===== src/design/fp_format_pkg.sv =====
package fp_format_pkg;

    // IEEE 754 single precision layout
    localparam int EXP_W = 8;
    localparam int MAN_W = 23;
    localparam int SIG_W = MAN_W + 1;           // mantissa with the hidden one

    // all-ones exponent, taken as infinity whatever the mantissa holds
    localparam logic [EXP_W-1:0] EXP_MAX = '1;

    typedef struct packed {
        logic             sign;
        logic [EXP_W-1:0] exp;
        logic [MAN_W-1:0] man;
    } fp_fields_t;

    // one word seen either as a bus value or as its fields
    typedef union packed {
        logic [EXP_W+MAN_W:0] raw;
        fp_fields_t           f;
    } fp_word_u;

    typedef enum logic [1:0] {
        class_zero,                             // zero or flushed subnormal
        class_norm,
        class_inf
    } op_class_e;

endpackage


===== src/design/adder_ctrl_pkg.sv =====
package adder_ctrl_pkg;

    // four-phase handshake tracking, same encoding on both sides
    typedef enum logic [1:0] {
        hs_idle,                                // no transfer open
        hs_active,                              // own strobe high, waiting for the far side
        hs_release                              // own strobe dropped, closing the transfer
    } hs_phase_e;

endpackage


===== src/design/fp_operand_in.sv =====
`timescale 1ns/10ps

module fp_operand_in (
    input  logic                            i_clk,
    input  logic                            i_rst,
    input  logic                            i_req,
    input  fp_format_pkg::fp_word_u         i_fp1,
    input  fp_format_pkg::fp_word_u         i_fp2,
    input  logic                            i_take,
    output logic                            o_ack,
    output logic                            o_valid,
    output logic                            o_sign1,
    output logic                            o_sign2,
    output logic [fp_format_pkg::EXP_W-1:0] o_exp1,
    output logic [fp_format_pkg::EXP_W-1:0] o_exp2,
    output logic [fp_format_pkg::SIG_W-1:0] o_sig1,
    output logic [fp_format_pkg::SIG_W-1:0] o_sig2,
    output fp_format_pkg::op_class_e        o_class1,
    output fp_format_pkg::op_class_e        o_class2
);
    import fp_format_pkg::*;
    import adder_ctrl_pkg::*;

    hs_phase_e phase;
    logic      capture;

    // subnormals have exponent zero, so they land in class_zero
    function automatic op_class_e classify(input logic [EXP_W-1:0] e);
        op_class_e c;
        if (e == '0) begin
            c = class_zero;
        end else if (e == EXP_MAX) begin
            c = class_inf;
        end else begin
            c = class_norm;
        end
        return c;
    endfunction

    // register free now or emptied by stage 2 on this edge
    assign capture = (phase == hs_idle) && i_req && (!o_valid || i_take);
    assign o_ack   = (phase == hs_active);

    always_ff @(posedge i_clk) begin
        if (i_rst) begin
            phase <= hs_idle;
        end else begin
            case (phase)
                hs_idle:   if (capture) phase <= hs_active;
                hs_active: if (!i_req) phase <= hs_release;    // ack drops here
                default:   phase <= hs_idle;                   // one low cycle before next req
            endcase
        end
    end

    always_ff @(posedge i_clk) begin
        if (i_rst) begin
            o_valid <= 1'b0;
        end else if (capture) begin
            o_valid <= 1'b1;
        end else if (i_take) begin
            o_valid <= 1'b0;
        end
    end

    always_ff @(posedge i_clk) begin
        if (capture) begin
            o_sign1  <= i_fp1.f.sign;
            o_exp1   <= i_fp1.f.exp;
            o_sig1   <= {1'b1, i_fp1.f.man};          // hidden one, ignored unless normal
            o_class1 <= classify(i_fp1.f.exp);
            o_sign2  <= i_fp2.f.sign;
            o_exp2   <= i_fp2.f.exp;
            o_sig2   <= {1'b1, i_fp2.f.man};
            o_class2 <= classify(i_fp2.f.exp);
        end
    end

endmodule


===== src/design/fp_align_add.sv =====
`timescale 1ns/10ps

module fp_align_add (
    input  logic                            i_clk,
    input  logic                            i_rst,
    input  logic                            i_valid,
    input  logic                            i_take_next,
    input  logic                            i_sign1,
    input  logic                            i_sign2,
    input  logic [fp_format_pkg::EXP_W-1:0] i_exp1,
    input  logic [fp_format_pkg::EXP_W-1:0] i_exp2,
    input  logic [fp_format_pkg::SIG_W-1:0] i_sig1,
    input  logic [fp_format_pkg::SIG_W-1:0] i_sig2,
    input  fp_format_pkg::op_class_e        i_class1,
    input  fp_format_pkg::op_class_e        i_class2,
    output logic                            o_take,
    output logic                            o_valid,
    output logic                            o_sign,
    output logic [fp_format_pkg::EXP_W-1:0] o_exp,
    output logic [fp_format_pkg::SIG_W:0]   o_sum,
    output fp_format_pkg::op_class_e        o_class
);
    import fp_format_pkg::*;

    logic             swap;
    logic             sign_big;
    logic             sign_small;
    logic [EXP_W-1:0] exp_big;
    logic [EXP_W-1:0] exp_small;
    logic [SIG_W-1:0] sig_big;
    logic [SIG_W-1:0] sig_small;
    logic [SIG_W-1:0] sig_aligned;
    logic [SIG_W:0]   mag_sum;

    logic             sign_c;
    logic [EXP_W-1:0] exp_c;
    logic [SIG_W:0]   sum_c;
    op_class_e        class_c;

    always_comb begin
        swap = (i_exp2 > i_exp1) || ((i_exp2 == i_exp1) && (i_sig2 > i_sig1));
        if (swap) begin
            sign_big   = i_sign2;
            exp_big    = i_exp2;
            sig_big    = i_sig2;
            sign_small = i_sign1;
            exp_small  = i_exp1;
            sig_small  = i_sig1;
        end else begin
            sign_big   = i_sign1;
            exp_big    = i_exp1;
            sig_big    = i_sig1;
            sign_small = i_sign2;
            exp_small  = i_exp2;
            sig_small  = i_sig2;
        end
        sig_aligned = sig_small >> (exp_big - exp_small);   // shifted-out bits are dropped
        if (sign_big == sign_small) begin
            mag_sum = {1'b0, sig_big} + {1'b0, sig_aligned};
        end else begin
            mag_sum = {1'b0, sig_big} - {1'b0, sig_aligned}; // never negative after ordering
        end
    end

    always_comb begin
        if ((i_class1 == class_inf) || (i_class2 == class_inf)) begin
            sign_c  = 1'b0;
            exp_c   = EXP_MAX;
            sum_c   = '0;
            class_c = class_inf;
        end else if ((i_class1 == class_zero) && (i_class2 == class_zero)) begin
            sign_c  = 1'b0;
            exp_c   = '0;
            sum_c   = '0;
            class_c = class_zero;
        end else if (i_class1 == class_zero) begin
            sign_c  = i_sign2;                              // pass operand 2 as is
            exp_c   = i_exp2;
            sum_c   = {1'b0, i_sig2};
            class_c = class_norm;
        end else if (i_class2 == class_zero) begin
            sign_c  = i_sign1;
            exp_c   = i_exp1;
            sum_c   = {1'b0, i_sig1};
            class_c = class_norm;
        end else begin
            sign_c  = sign_big;
            exp_c   = exp_big;
            sum_c   = mag_sum;
            class_c = class_norm;
        end
    end

    assign o_take = i_valid && (!o_valid || i_take_next);

    always_ff @(posedge i_clk) begin
        if (i_rst) begin
            o_valid <= 1'b0;
        end else if (o_take) begin
            o_valid <= 1'b1;
        end else if (i_take_next) begin
            o_valid <= 1'b0;
        end
    end

    always_ff @(posedge i_clk) begin
        if (o_take) begin
            o_sign  <= sign_c;
            o_exp   <= exp_c;
            o_sum   <= sum_c;
            o_class <= class_c;
        end
    end

endmodule


===== src/design/fp_normalize_out.sv =====
`timescale 1ns/10ps

module fp_normalize_out (
    input  logic                            i_clk,
    input  logic                            i_rst,
    input  logic                            i_valid,
    input  logic                            i_ack,
    input  logic                            i_sign,
    input  logic [fp_format_pkg::EXP_W-1:0] i_exp,
    input  logic [fp_format_pkg::SIG_W:0]   i_sum,
    input  fp_format_pkg::op_class_e        i_class,
    output logic                            o_take,
    output logic                            o_req,
    output fp_format_pkg::fp_word_u         o_fp
);
    import fp_format_pkg::*;
    import adder_ctrl_pkg::*;

    localparam int LZ_W = $clog2(SIG_W);

    hs_phase_e        phase;
    logic             can_load;
    logic [LZ_W-1:0]  lead_zeros;
    logic [EXP_W:0]   exp_inc;
    logic [SIG_W-1:0] norm_sig;
    fp_word_u         res_w;
    fp_word_u         word_q;

    // distance of the leading one from the top significand bit
    always_comb begin
        lead_zeros = '0;
        for (int i = 0; i < SIG_W; i++) begin
            if (i_sum[i]) begin
                lead_zeros = LZ_W'(SIG_W - 1 - i);
            end
        end
    end

    assign exp_inc  = {1'b0, i_exp} + (EXP_W+1)'(1);
    assign norm_sig = i_sum[SIG_W-1:0] << lead_zeros;

    always_comb begin
        res_w.raw = '0;                                     // +0 unless set below
        if (i_class == class_inf) begin
            res_w.f.exp = EXP_MAX;
        end else if ((i_class == class_zero) || (i_sum == '0)) begin
            res_w.raw = '0;                                 // cancellation gives +0
        end else if (i_sum[SIG_W]) begin
            res_w.f.sign = i_sign;
            if (exp_inc >= {1'b0, EXP_MAX}) begin
                res_w.f.exp = EXP_MAX;                      // signed infinity
            end else begin
                res_w.f.exp = exp_inc[EXP_W-1:0];
                res_w.f.man = i_sum[SIG_W-1:1];             // lsb truncated
            end
        end else if (i_exp > EXP_W'(lead_zeros)) begin
            res_w.f.sign = i_sign;
            res_w.f.exp  = i_exp - EXP_W'(lead_zeros);
            res_w.f.man  = norm_sig[MAN_W-1:0];
        end
        // exponent at or below zero falls through as +0
    end

    // free when empty, or once the last transfer has seen ack low
    assign can_load = (phase == hs_idle) || ((phase == hs_release) && !i_ack);
    assign o_take   = i_valid && can_load;
    assign o_req    = (phase == hs_active);
    assign o_fp     = word_q;

    always_ff @(posedge i_clk) begin
        if (i_rst) begin
            phase <= hs_idle;
        end else if (o_take) begin
            phase <= hs_active;
        end else begin
            case (phase)
                hs_active:  if (i_ack) phase <= hs_release;
                hs_release: if (!i_ack) phase <= hs_idle;
                default:    phase <= hs_idle;
            endcase
        end
    end

    always_ff @(posedge i_clk) begin
        if (o_take) begin
            word_q <= res_w;                                // held for the whole req phase
        end
    end

endmodule


===== src/design/fp_adder_top.sv =====
`timescale 1ns/10ps

module fp_adder_top (
    input  logic                    i_clk,
    input  logic                    i_rst,
    input  logic                    i_req,
    input  fp_format_pkg::fp_word_u i_fp1,
    input  fp_format_pkg::fp_word_u i_fp2,
    output logic                    o_ack,
    output logic                    o_req,
    output fp_format_pkg::fp_word_u o_fp,
    input  logic                    i_ack
);
    import fp_format_pkg::*;

    logic             valid1;
    logic             take1;
    logic             sign1;
    logic             sign2;
    logic [EXP_W-1:0] exp1;
    logic [EXP_W-1:0] exp2;
    logic [SIG_W-1:0] sig1;
    logic [SIG_W-1:0] sig2;
    op_class_e        class1;
    op_class_e        class2;

    logic             valid2;
    logic             take2;
    logic             sum_sign;
    logic [EXP_W-1:0] sum_exp;
    logic [SIG_W:0]   sum_sig;
    op_class_e        sum_class;

    fp_operand_in operand_in_i (
        .i_clk    (i_clk),
        .i_rst    (i_rst),
        .i_req    (i_req),
        .i_fp1    (i_fp1),
        .i_fp2    (i_fp2),
        .i_take   (take1),
        .o_ack    (o_ack),
        .o_valid  (valid1),
        .o_sign1  (sign1),
        .o_sign2  (sign2),
        .o_exp1   (exp1),
        .o_exp2   (exp2),
        .o_sig1   (sig1),
        .o_sig2   (sig2),
        .o_class1 (class1),
        .o_class2 (class2)
    );

    fp_align_add align_add_i (
        .i_clk       (i_clk),
        .i_rst       (i_rst),
        .i_valid     (valid1),
        .i_take_next (take2),
        .i_sign1     (sign1),
        .i_sign2     (sign2),
        .i_exp1      (exp1),
        .i_exp2      (exp2),
        .i_sig1      (sig1),
        .i_sig2      (sig2),
        .i_class1    (class1),
        .i_class2    (class2),
        .o_take      (take1),
        .o_valid     (valid2),
        .o_sign      (sum_sign),
        .o_exp       (sum_exp),
        .o_sum       (sum_sig),
        .o_class     (sum_class)
    );

    fp_normalize_out normalize_out_i (
        .i_clk   (i_clk),
        .i_rst   (i_rst),
        .i_valid (valid2),
        .i_ack   (i_ack),
        .i_sign  (sum_sign),
        .i_exp   (sum_exp),
        .i_sum   (sum_sig),
        .i_class (sum_class),
        .o_take  (take2),
        .o_req   (o_req),
        .o_fp    (o_fp)
    );

endmodule


===== config.mk =====
export PLATFORM = sky130hd
export DESIGN_NAME = fp_adder_top
export DESIGN_NICKNAME = d
export VERILOG_FILES = /design/src/design/fp_format_pkg.sv /design/src/design/adder_ctrl_pkg.sv /design/src/design/fp_operand_in.sv /design/src/design/fp_align_add.sv /design/src/design/fp_normalize_out.sv /design/src/design/fp_adder_top.sv
export SDC_FILE = /design/constraint.sdc
export NUM_CORES = 1
export LEC_CHECK = 0
export ABC_AREA = 1
export BUFFER_PORTS_ARGS = -buffer_cell sky130_fd_sc_hd__clkbuf_2
export CAP_MARGIN = 20
export CELL_PAD_IN_SITES_DETAIL_PLACEMENT = 1
export CELL_PAD_IN_SITES_GLOBAL_PLACEMENT = 2
export CORE_MARGIN = 8
export CORE_UTILIZATION = 35
export CTS_BUF_LIST = sky130_fd_sc_hd__clkbuf_16
export DETAILED_ROUTE_END_ITERATION = 8
export HOLD_SLACK_MARGIN = 0.06
export PLACE_DENSITY = 0.92
export SLEW_MARGIN = 15
export SYNTH_ARGS = -nofsm -noshare
export SYNTH_HDL_FRONTEND = slang
export SYNTH_SLANG_ARGS = --single-unit

===== constraint.sdc =====
create_clock -name i_clk -period 8.45 [get_ports i_clk]
set_input_delay 2.1125 -clock i_clk [delete_from_list [all_inputs] [get_ports i_clk]]
set_output_delay 2.1125 -clock i_clk [all_outputs]
set_load 0.02 [all_outputs]

==> metrics list, run 1 <==
* Number of distinct standard cells referenced by the synthesized netlist: 62
- The largest single stage delay on the critical path is 0.41 ns.
* Synthesis-to-finish area growth: 15.7%
* Power density cells: 315 nW/µm²
- The number of global-route vias before repair was 12300.
* Number of buffers inserted during clock tree synthesis: 17
* Effective utilization at floorplan: 0.357
- H-tree depth reported by CTS: 4
- The final number of hold-violating endpoints came to 0.
* Number of top-level pins: 102
- Placeable core region: 33600 µm²
- Status: finished clean
- In this run the clock root is driven by a sky130_fd_sc_hd__clkbuf_16.
- Via-per-instance ratio: 5.45
- Once placement completed, the tool counted placed cells totaling 2163.
- Timing would allow up to 0.126 GHz.
* Setup violation total in the final timing report: 0
- The critical path is of the register to register type.
* Startpoint of the worst setup timing path: operand_in_i.o_sig2[13]
- Before antenna repair, the detailed router went through 5 iterations.
* FF-to-FF Start: operand_in_i.o_sig2[13]
* Setup Skew: 0.0105 ns
- Ant diodes: 0
- Once detail routing completed, the nets flagged for antenna violations numbered 0.
* Average footprint of a synthesized cell: 7.24 µm²
- Clock tree from TritonCTS: built
- Net Count, Synth: 1788
- The net count of the finished layout is 1886.
- Yosys mapped a number of flops with a built-in enable equal to 136.
- First-pass GRT wire length: 66.5 mm
- Hpwl dp: 33.0 mm
- Fill cell instance count of the final layout: 4233
- The worst setup path is captured at a register.
* Number of max-cap violations: 0
- Initial antenna violation count: 1
- Of the total synthesized cell area, the portion taken by XOR and XNOR cells is 0.0299.
* Endpoint arrival time on the critical path: 8.07 ns
* Share of the synthesized area in compound gates (AO/OA/AOI/OAI): 0.168
* Number of rows in the core area: 67
- Slew at the pin closest to its max-slew limit: 1.03 ns
- Post-layout minimum cycle time: 7.91 ns
* Initial DRC count: 738
- After clock tree synthesis, the clock-pin slew on the worst setup and hold paths is 0.06 ns.
* Maximum root-to-sink buffer count: 2
- Worst hold start: operand_in_i.phase[1]
- Aggregate global routing overflow: 0
- Number of DRC violations after detailed routing: 0
* Insertion delay of the later-clocked pin in the worst-skew pair: 0.45 ns
- Dividing the detail-routed wire length by the instance count gives 19.2 µm.
- Fraction of synthesized area in multiplexers: 0.00501
- Once placement finished, the instance area stood at 13000 µm².
- At the end of routability-driven placement, the weighted congestion stood at 0.931.
- At the worst endpoint, the required time is 8.61 ns.
* Footprint of the flip-flops and latches: 4200 µm²
- The worst hold path belongs to the class register to register.
* Number of pins with negative max-slew slack in the final report: 0
- Overall fraction of global-route tracks in use: 0.205
- Critical path's slowest cell: sky130_fd_sc_hd__edfxtp_1
* Peak supply drop: 0.186 mV
- After layout, the worst setup slack is 0.542 ns.
- Period Utilization, post-route: 0.936
- STA classifies the critical path startpoint as a register.
- During synthesis, Yosys emitted a total of 0 warnings.
- Synthesized-area fraction occupied by adder cells: 0.0691
- Of the total synthesized cell area, the portion taken by AND, OR, NAND and NOR gates is 0.287.
- Entering global routing, the biggest net connects 69 pins.
- Post-place setup slack: -0.382 ns
- Reported leakage power: 0.00634 µW
- By area, the combinational part of the netlist is dominated by simple AND/OR/NAND/NOR gates.
- The setup check on the worst reg-to-reg path leaves a slack of 0.54 ns.
- Share of layout cells above drive strength 1: 0.146
* Area taken by multi-input logic gates: 6820 µm²
* Asr flop ratio synth: 0
* Worst slew margin relative to its limit: 0.312
* Cell Area, Synth: 12000 µm²
- The cell count after synthesis came out at 1655.
- Of the synthesized area, sequential elements account for 0.351.
- The die covers 40400 µm².
- Worst hold slack across all endpoints: 0.450 ns
- Post-detailed-routing wire length: 42.6 mm
- Horizontal die dimension: 201 µm
* Layout Cell Area excl Fill: 13900 µm²
- Via count: 12100
- Once layout is complete, the cells apart from fillers number 2214.
- Number of synthesized register bits: 142
- Counting stages on the worst path, the most repeated cell is sky130_fd_sc_hd__nand2_1.
* Sinks on Clock Net: 142
* Main synth FF type: sky130_fd_sc_hd__edfxtp_1
* Total of buffers placed on input and output ports: 101
- Maximum fanout along the worst path: 21
* Die Y-Extent: 201 µm
-- per-layer routing --
layer	vias up	global-route usage	part of all wire
li1	5836	-	-
met1	5881	0.255	0.44
met2	284	0.358	0.50
met3	64	0.0250	0.036
met4	2	0.0717	0.028
met5	-	0	0.00031
-- area by class of cell --
cell class / count / area share
sequential: 142 / 0.303
timing repair buffer: 144 / 0.0619
clock inverter: 15 / 0.0149
tap: 448 / 0.0404
clock buffer: 17 / 0.0307
inverter: 210 / 0.0569
multi-input combinational: 1238 / 0.492
-- timing repair --
item,4_1_cts,5_1_grt
pin swaps,1,11
hold buffers,0,0
gates cloned,0,2
gates resized for setup,7,23
endpoints found under the setup margin,4,8
buffers inserted,0,17
-- logic make-up after synthesis --
| family | count (synthesis) |
|---|---|
| buffers and inverters | 276 |
| adder cells (fa/ha/maj) | 65 |
| AND/OR/NAND/NOR | 771 |
| AO/OA/AOI/OAI | 358 |
| multiplexers | 6 |
| XOR/XNOR | 37 |
| flip-flops | 142 |
-- flip-flops by register name, summed over array words and instances (netlist names) --
register               flops
operand_in_i.o_class1      2
operand_in_i.o_sign1       1
operand_in_i.phase         2
operand_in_i.o_valid       1
align_add_i.o_valid        1
align_add_i.o_class        2
operand_in_i.o_sig2       23
align_add_i.o_sum         25
align_add_i.o_sign         1
operand_in_i.o_sig1       23
normalize_out_i.o_fp      32
operand_in_i.o_exp2        8
normalize_out_i.phase      2
operand_in_i.o_class2      2
operand_in_i.o_sign2       1
operand_in_i.o_exp1        8
align_add_i.o_exp          8
-- layout by cell type (no fill, tap or decap), drive strengths merged, types with 10 or more instances in the layout --
master / n
buf: 42
o21ai: 165
xor2: 26
a21oi: 120
nor3: 16
nor4: 10
xnor2: 11
a221oi: 18
nand3: 173
edfxtp: 136
clkbuf: 119
inv: 214
nor2: 105
ha: 63
a31oi: 11
nand2: 435
nand4: 17
-- worst max-delay path, delay by kind of cell, from the launching register on --
family	cells	cell delay [ns]
AO/OA/AOI/OAI	11	1.44
AND/OR/NAND/NOR	36	3.84
XOR/XNOR	2	0.19
flip-flops	1	0.41
adder cells (fa/ha/maj)	4	1.09
buffers and inverters	7	0.61
-- Yosys cell counts (10+ instances only) --
cell type | instances | share of area
sky130_fd_sc_hd__xnor2_1 | 11 | 0.0080
sky130_fd_sc_hd__ha_1 | 63 | 0.066
sky130_fd_sc_hd__o21ai_0 | 159 | 0.066
sky130_fd_sc_hd__nand4_1 | 16 | 0.0084
sky130_fd_sc_hd__a21oi_1 | 119 | 0.050
sky130_fd_sc_hd__nor2_1 | 95 | 0.030
sky130_fd_sc_hd__nand3_1 | 162 | 0.068
sky130_fd_sc_hd__nand2_1 | 415 | 0.13
sky130_fd_sc_hd__clkbuf_1 | 48 | 0.015
sky130_fd_sc_hd__nor3_1 | 15 | 0.0063
sky130_fd_sc_hd__a31oi_1 | 11 | 0.0057
sky130_fd_sc_hd__buf_2 | 12 | 0.0050
sky130_fd_sc_hd__a221oi_1 | 18 | 0.013
sky130_fd_sc_hd__inv_1 | 202 | 0.063
sky130_fd_sc_hd__nand3_2 | 11 | 0.0092
sky130_fd_sc_hd__nor4_1 | 10 | 0.0052
sky130_fd_sc_hd__xor2_1 | 23 | 0.017
sky130_fd_sc_hd__nand2_2 | 18 | 0.0094
sky130_fd_sc_hd__edfxtp_1 | 136 | 0.34
-- worst paths after layout --
path | end | depth (start not counted)
min reg2reg | operand_in_i.phase[1] | 1
max reg2reg | align_add_i.o_sum[22] | 60
max | align_add_i.o_sum[22] | 60
min | operand_in_i.phase[1] | 1
-- through the flow --
step / setup TNS (ns) / total power, µW / utilization
finish: 0 / 4370 / 0.412
global route: -0.197 / 4700 / 0.412
CTS: 0 / 4250 / 0.406
detailed placement: -0.874 / 3390 / 0.386
global placement: -0.0280 / 3330 / 0.386
floorplan: 0 / 2710 / -
-- power breakdown --
part	leakage [µW]	switching [µW]	internal [µW]
Combinational	0.00470	1650	891
Sequential	0.00132	79.9	917
Clock	0.000311	332	499
Total	0.00634	2060	2310
(Power assumes the default switching activity.)
==> run 2: changes to the inputs <==
CORE_UTILIZATION = 38   (was 35)
GPL_ROUTABILITY_DRIVEN = 0   (was not set)
PLACE_DENSITY = 0.95   (was 0.92)
clock period = 9.8 ns   (was 8.45 ns; I/O delays follow)
==> metrics list, run 2 (synthesis results as in run 1) <==
- The final number of hold-violating endpoints came to 0 (unchanged).
- Worst Path Class, Setup: register to register
- FF-to-FF Start: operand_in_i.o_sig1[15]
* Startpoint kind of the worst setup timing path: register
- The worst endpoint data arrival time was 8.99 ns (+0.92 ns).
- CTS Root Buffer Type: sky130_fd_sc_hd__clkbuf_16
* Placeable core region: 31300 µm² (-6.9%)
* Switching power total: 1730 µW (-16%)
- The part of the power in registers is 0.236 (+0.008).
- Sinks on Clock Net: 142 (unchanged)
* Initial antenna violation count: 1 (unchanged)
- On the critical path the largest part of the delay comes from simple AND/OR/NAND/NOR gates.
- The number of port buffers is 101 (unchanged).
- The final worst-path cycle share was 0.901 (-0.0346).
- Final sum of negative setup slack: 0 ns (unchanged)
- Maximum root-to-sink buffer count: 2 (unchanged)
* Vias in the first global route: 12500 (+1.9%)
- Setup repair after global routing left no endpoint under its margin.
- TritonCTS built the clock tree.
* Instance count on the critical path: 53 (-12%)
- The clock latency of the later-clocked register in the worst-skew pair was 0.45 ns (about the same).
- The height of the die came to 194 µm (-3.7%).
* Setup violation total in the final timing report: 0 (unchanged)
* Post-cts hold buffer count: 0 (unchanged)
- Via-per-instance ratio: 5.60 (+2.7%)
* Synthesis-to-finish area growth: 12.7%
- Critical path data required time: 9.96 ns (+1.35 ns)
- The max-capacitance violation count was 0 (unchanged).
- Horizontal die dimension: 194 µm (-3.7%)
* Antenna Violating Nets Remaining: 0 (unchanged)
- The register-to-register setup slack is 0.97 ns (+0.43 ns).
- Part of the power in the clock network: 0.193 (+0.003)
* Number of DRC violations after detailed routing: 0 (unchanged)
- The combined global-route utilization of all metal layers was 0.223 (+0.0184).
- The fraction of layout cells with a size suffix above 1 was 0.125 (-0.0214).
- Critical path's slowest cell: sky130_fd_sc_hd__ha_2
- H-tree depth reported by CTS: 4 (unchanged)
- The number of search-and-repair iterations in the first detailed-routing pass was 5 (unchanged).
- Reported leakage power: 0.00618 µW (-2.4%)
- Hpwl dp: 32.7 mm (-0.74%)
* Post-route total power: 3640 µW (-17%)
- The relative max-transition margin was 0.321 (+0.00912).
- The most numerous cell type found on the critical path is sky130_fd_sc_hd__nand2_1.
* End of the worst register-to-register path: align_add_i.o_sum[22]
- The number of buffers inserted during clock tree synthesis was 17 (unchanged).
- Power density cells: 269 nW/µm² (-15%)
- The largest clock skew in the final design came to 0.0127 ns (+0.00216 ns).
- CP peak stage delay: 0.65 ns (+0.24 ns)
- Fmax: 0.113 GHz (-10%)
- Detailed-route wire length per cell: 19.7 µm (+2.5%)
- Relative contribution of combinational cells to total power: 0.571 (-0.011)
* Post-detailed-routing wire length: 42.3 mm (-0.80%)
- Number of rows in the core area: 65 (-3.0%)
- In this run the worst setup path begins at operand_in_i.o_sig1[15].
- The final hold slack was 0.467 ns (+0.0164 ns).
* Via count: 12000 (-0.68%)
* Effective utilization at floorplan: 0.383 (+0.0262)
- Endpoint kind of the worst setup timing path: register
- Pin count of the biggest net entering global routing: 69 (unchanged)
- Sw Share: 0.474 (+0.00209)
- The number of diodes added for antenna fixing is 0 (unchanged).
* Maximum fanout along the worst path: 37 (+76%)
- Hold Path Class: register to register
* Clock slew seen by the registers of the worst setup and hold paths: 0.07 ns (about the same)
* Number of flip-flops in the largest register: 32 (unchanged)
* Commonest non-fill, non-tap cells in the layout: sky130_fd_sc_hd__nand2_1, sky130_fd_sc_hd__inv_1, sky130_fd_sc_hd__nand3_1
* Number of pins with negative max-slew slack in the final report: 0 (unchanged)
- The final layout net count was 1862 (-1.3%).
* Cell-internal power: 1910 µW (-17%)
- The transition time at the pin with the least slew margin came to 1.01 ns (-0.0163 ns).
- Following the worst setup path forward leads to its endpoint at align_add_i.o_sum[22].
- The sum of overflow across all layers after global routing is 0 (unchanged).
- The run finished with clean final reports.
- The worst supply voltage drop on vdd was 0.143 mV (-23%).
- Buffers & Inverters on Critical Path: 7 (unchanged)
- Number of top-level pins: 102 (unchanged)
* First-pass GRT wire length: 67.6 mm (+1.6%)
- The length in cells of the worst reg-to-reg path came to 53 (-12%).
* Leading cell type in the layout, fill and taps excluded: sky130_fd_sc_hd__nand2_1
- The clock period minus worst slack was 8.83 ns (+0.924 ns).
- Initial DRC count: 864 (+17%)
- The die footprint was 37500 µm² (-7.3%).
[run 2: how the worst min path moves through the flow]
stage	startpoint	endpoint	slack, ns	cells after the start
2_1_floorplan	operand_in_i.phase[1]	operand_in_i.phase[1]	0.42	1
3_3_place_gp	operand_in_i.phase[1]	operand_in_i.phase[1]	0.43	1
3_5_place_dp	operand_in_i.phase[1]	operand_in_i.phase[1]	0.46	1
4_1_cts	operand_in_i.phase[0]	operand_in_i.phase[1]	0.47	2
5_1_grt	operand_in_i.phase[1]	operand_in_i.phase[1]	0.50	1
6_report	operand_in_i.phase[1]	operand_in_i.phase[1]	0.47	1
[run 2: power by group through the flow]
| stage | clock network, µW | registers (µW) | logic [µW] |
|---|---|---|---|
| global placement | 0 | 866 | 1960 |
| floorplan | 0 | 849 | 1490 |
| detailed placement | 0 | 870 | 2010 |
| CTS | 713 | 857 | 2030 |
| finish | 701 | 858 | 2080 |
| global route | 736 | 866 | 2320 |
[run 2: through the flow]
step | utilization | instances | area [µm²] | setup WS [ns]
2_1_floorplan | - | 1655 | 12000 | 3.07
5_1_grt | 0.432 | 2142 | 13500 | 0.0211
3_3_place_gp | 0.409 | 2103 | 12800 | 1.04
3_5_place_dp | 0.409 | 2103 | 12800 | 0.667
6_report | 0.432 | 2142 | 13500 | 0.968
4_1_cts | 0.429 | 2133 | 13400 | 0.570
[run 2: area by class of cell]
cell class / instances / area (µm²)
fillers: 3979 / 17800
clock buffers: 17 / 425
repair buffers: 120 / 661
inverters: 210 / 788
clock inverters: 13 / 188
flip-flops and latches: 142 / 4200
well taps: 402 / 503
multi-input cells: 1238 / 6740
[run 2: routing by layer]
layer  global-route usage  vias to the layer above  wire (µm)  part of all wire
li1                     -                     5779          -                 -
met1                0.269                     5866      18200              0.43
met2                0.404                      276      21600              0.51
met3               0.0312                       64       1500             0.036
met4               0.0710                        0       1030             0.024
met5                    0                        -          0                 0
[run 2: repair_timing]
action / 4_1_cts / 5_1_grt
setup endpoints to repair: 0 / 5
gates resized for setup: 0 / 2
buffers inserted: 0 / 7
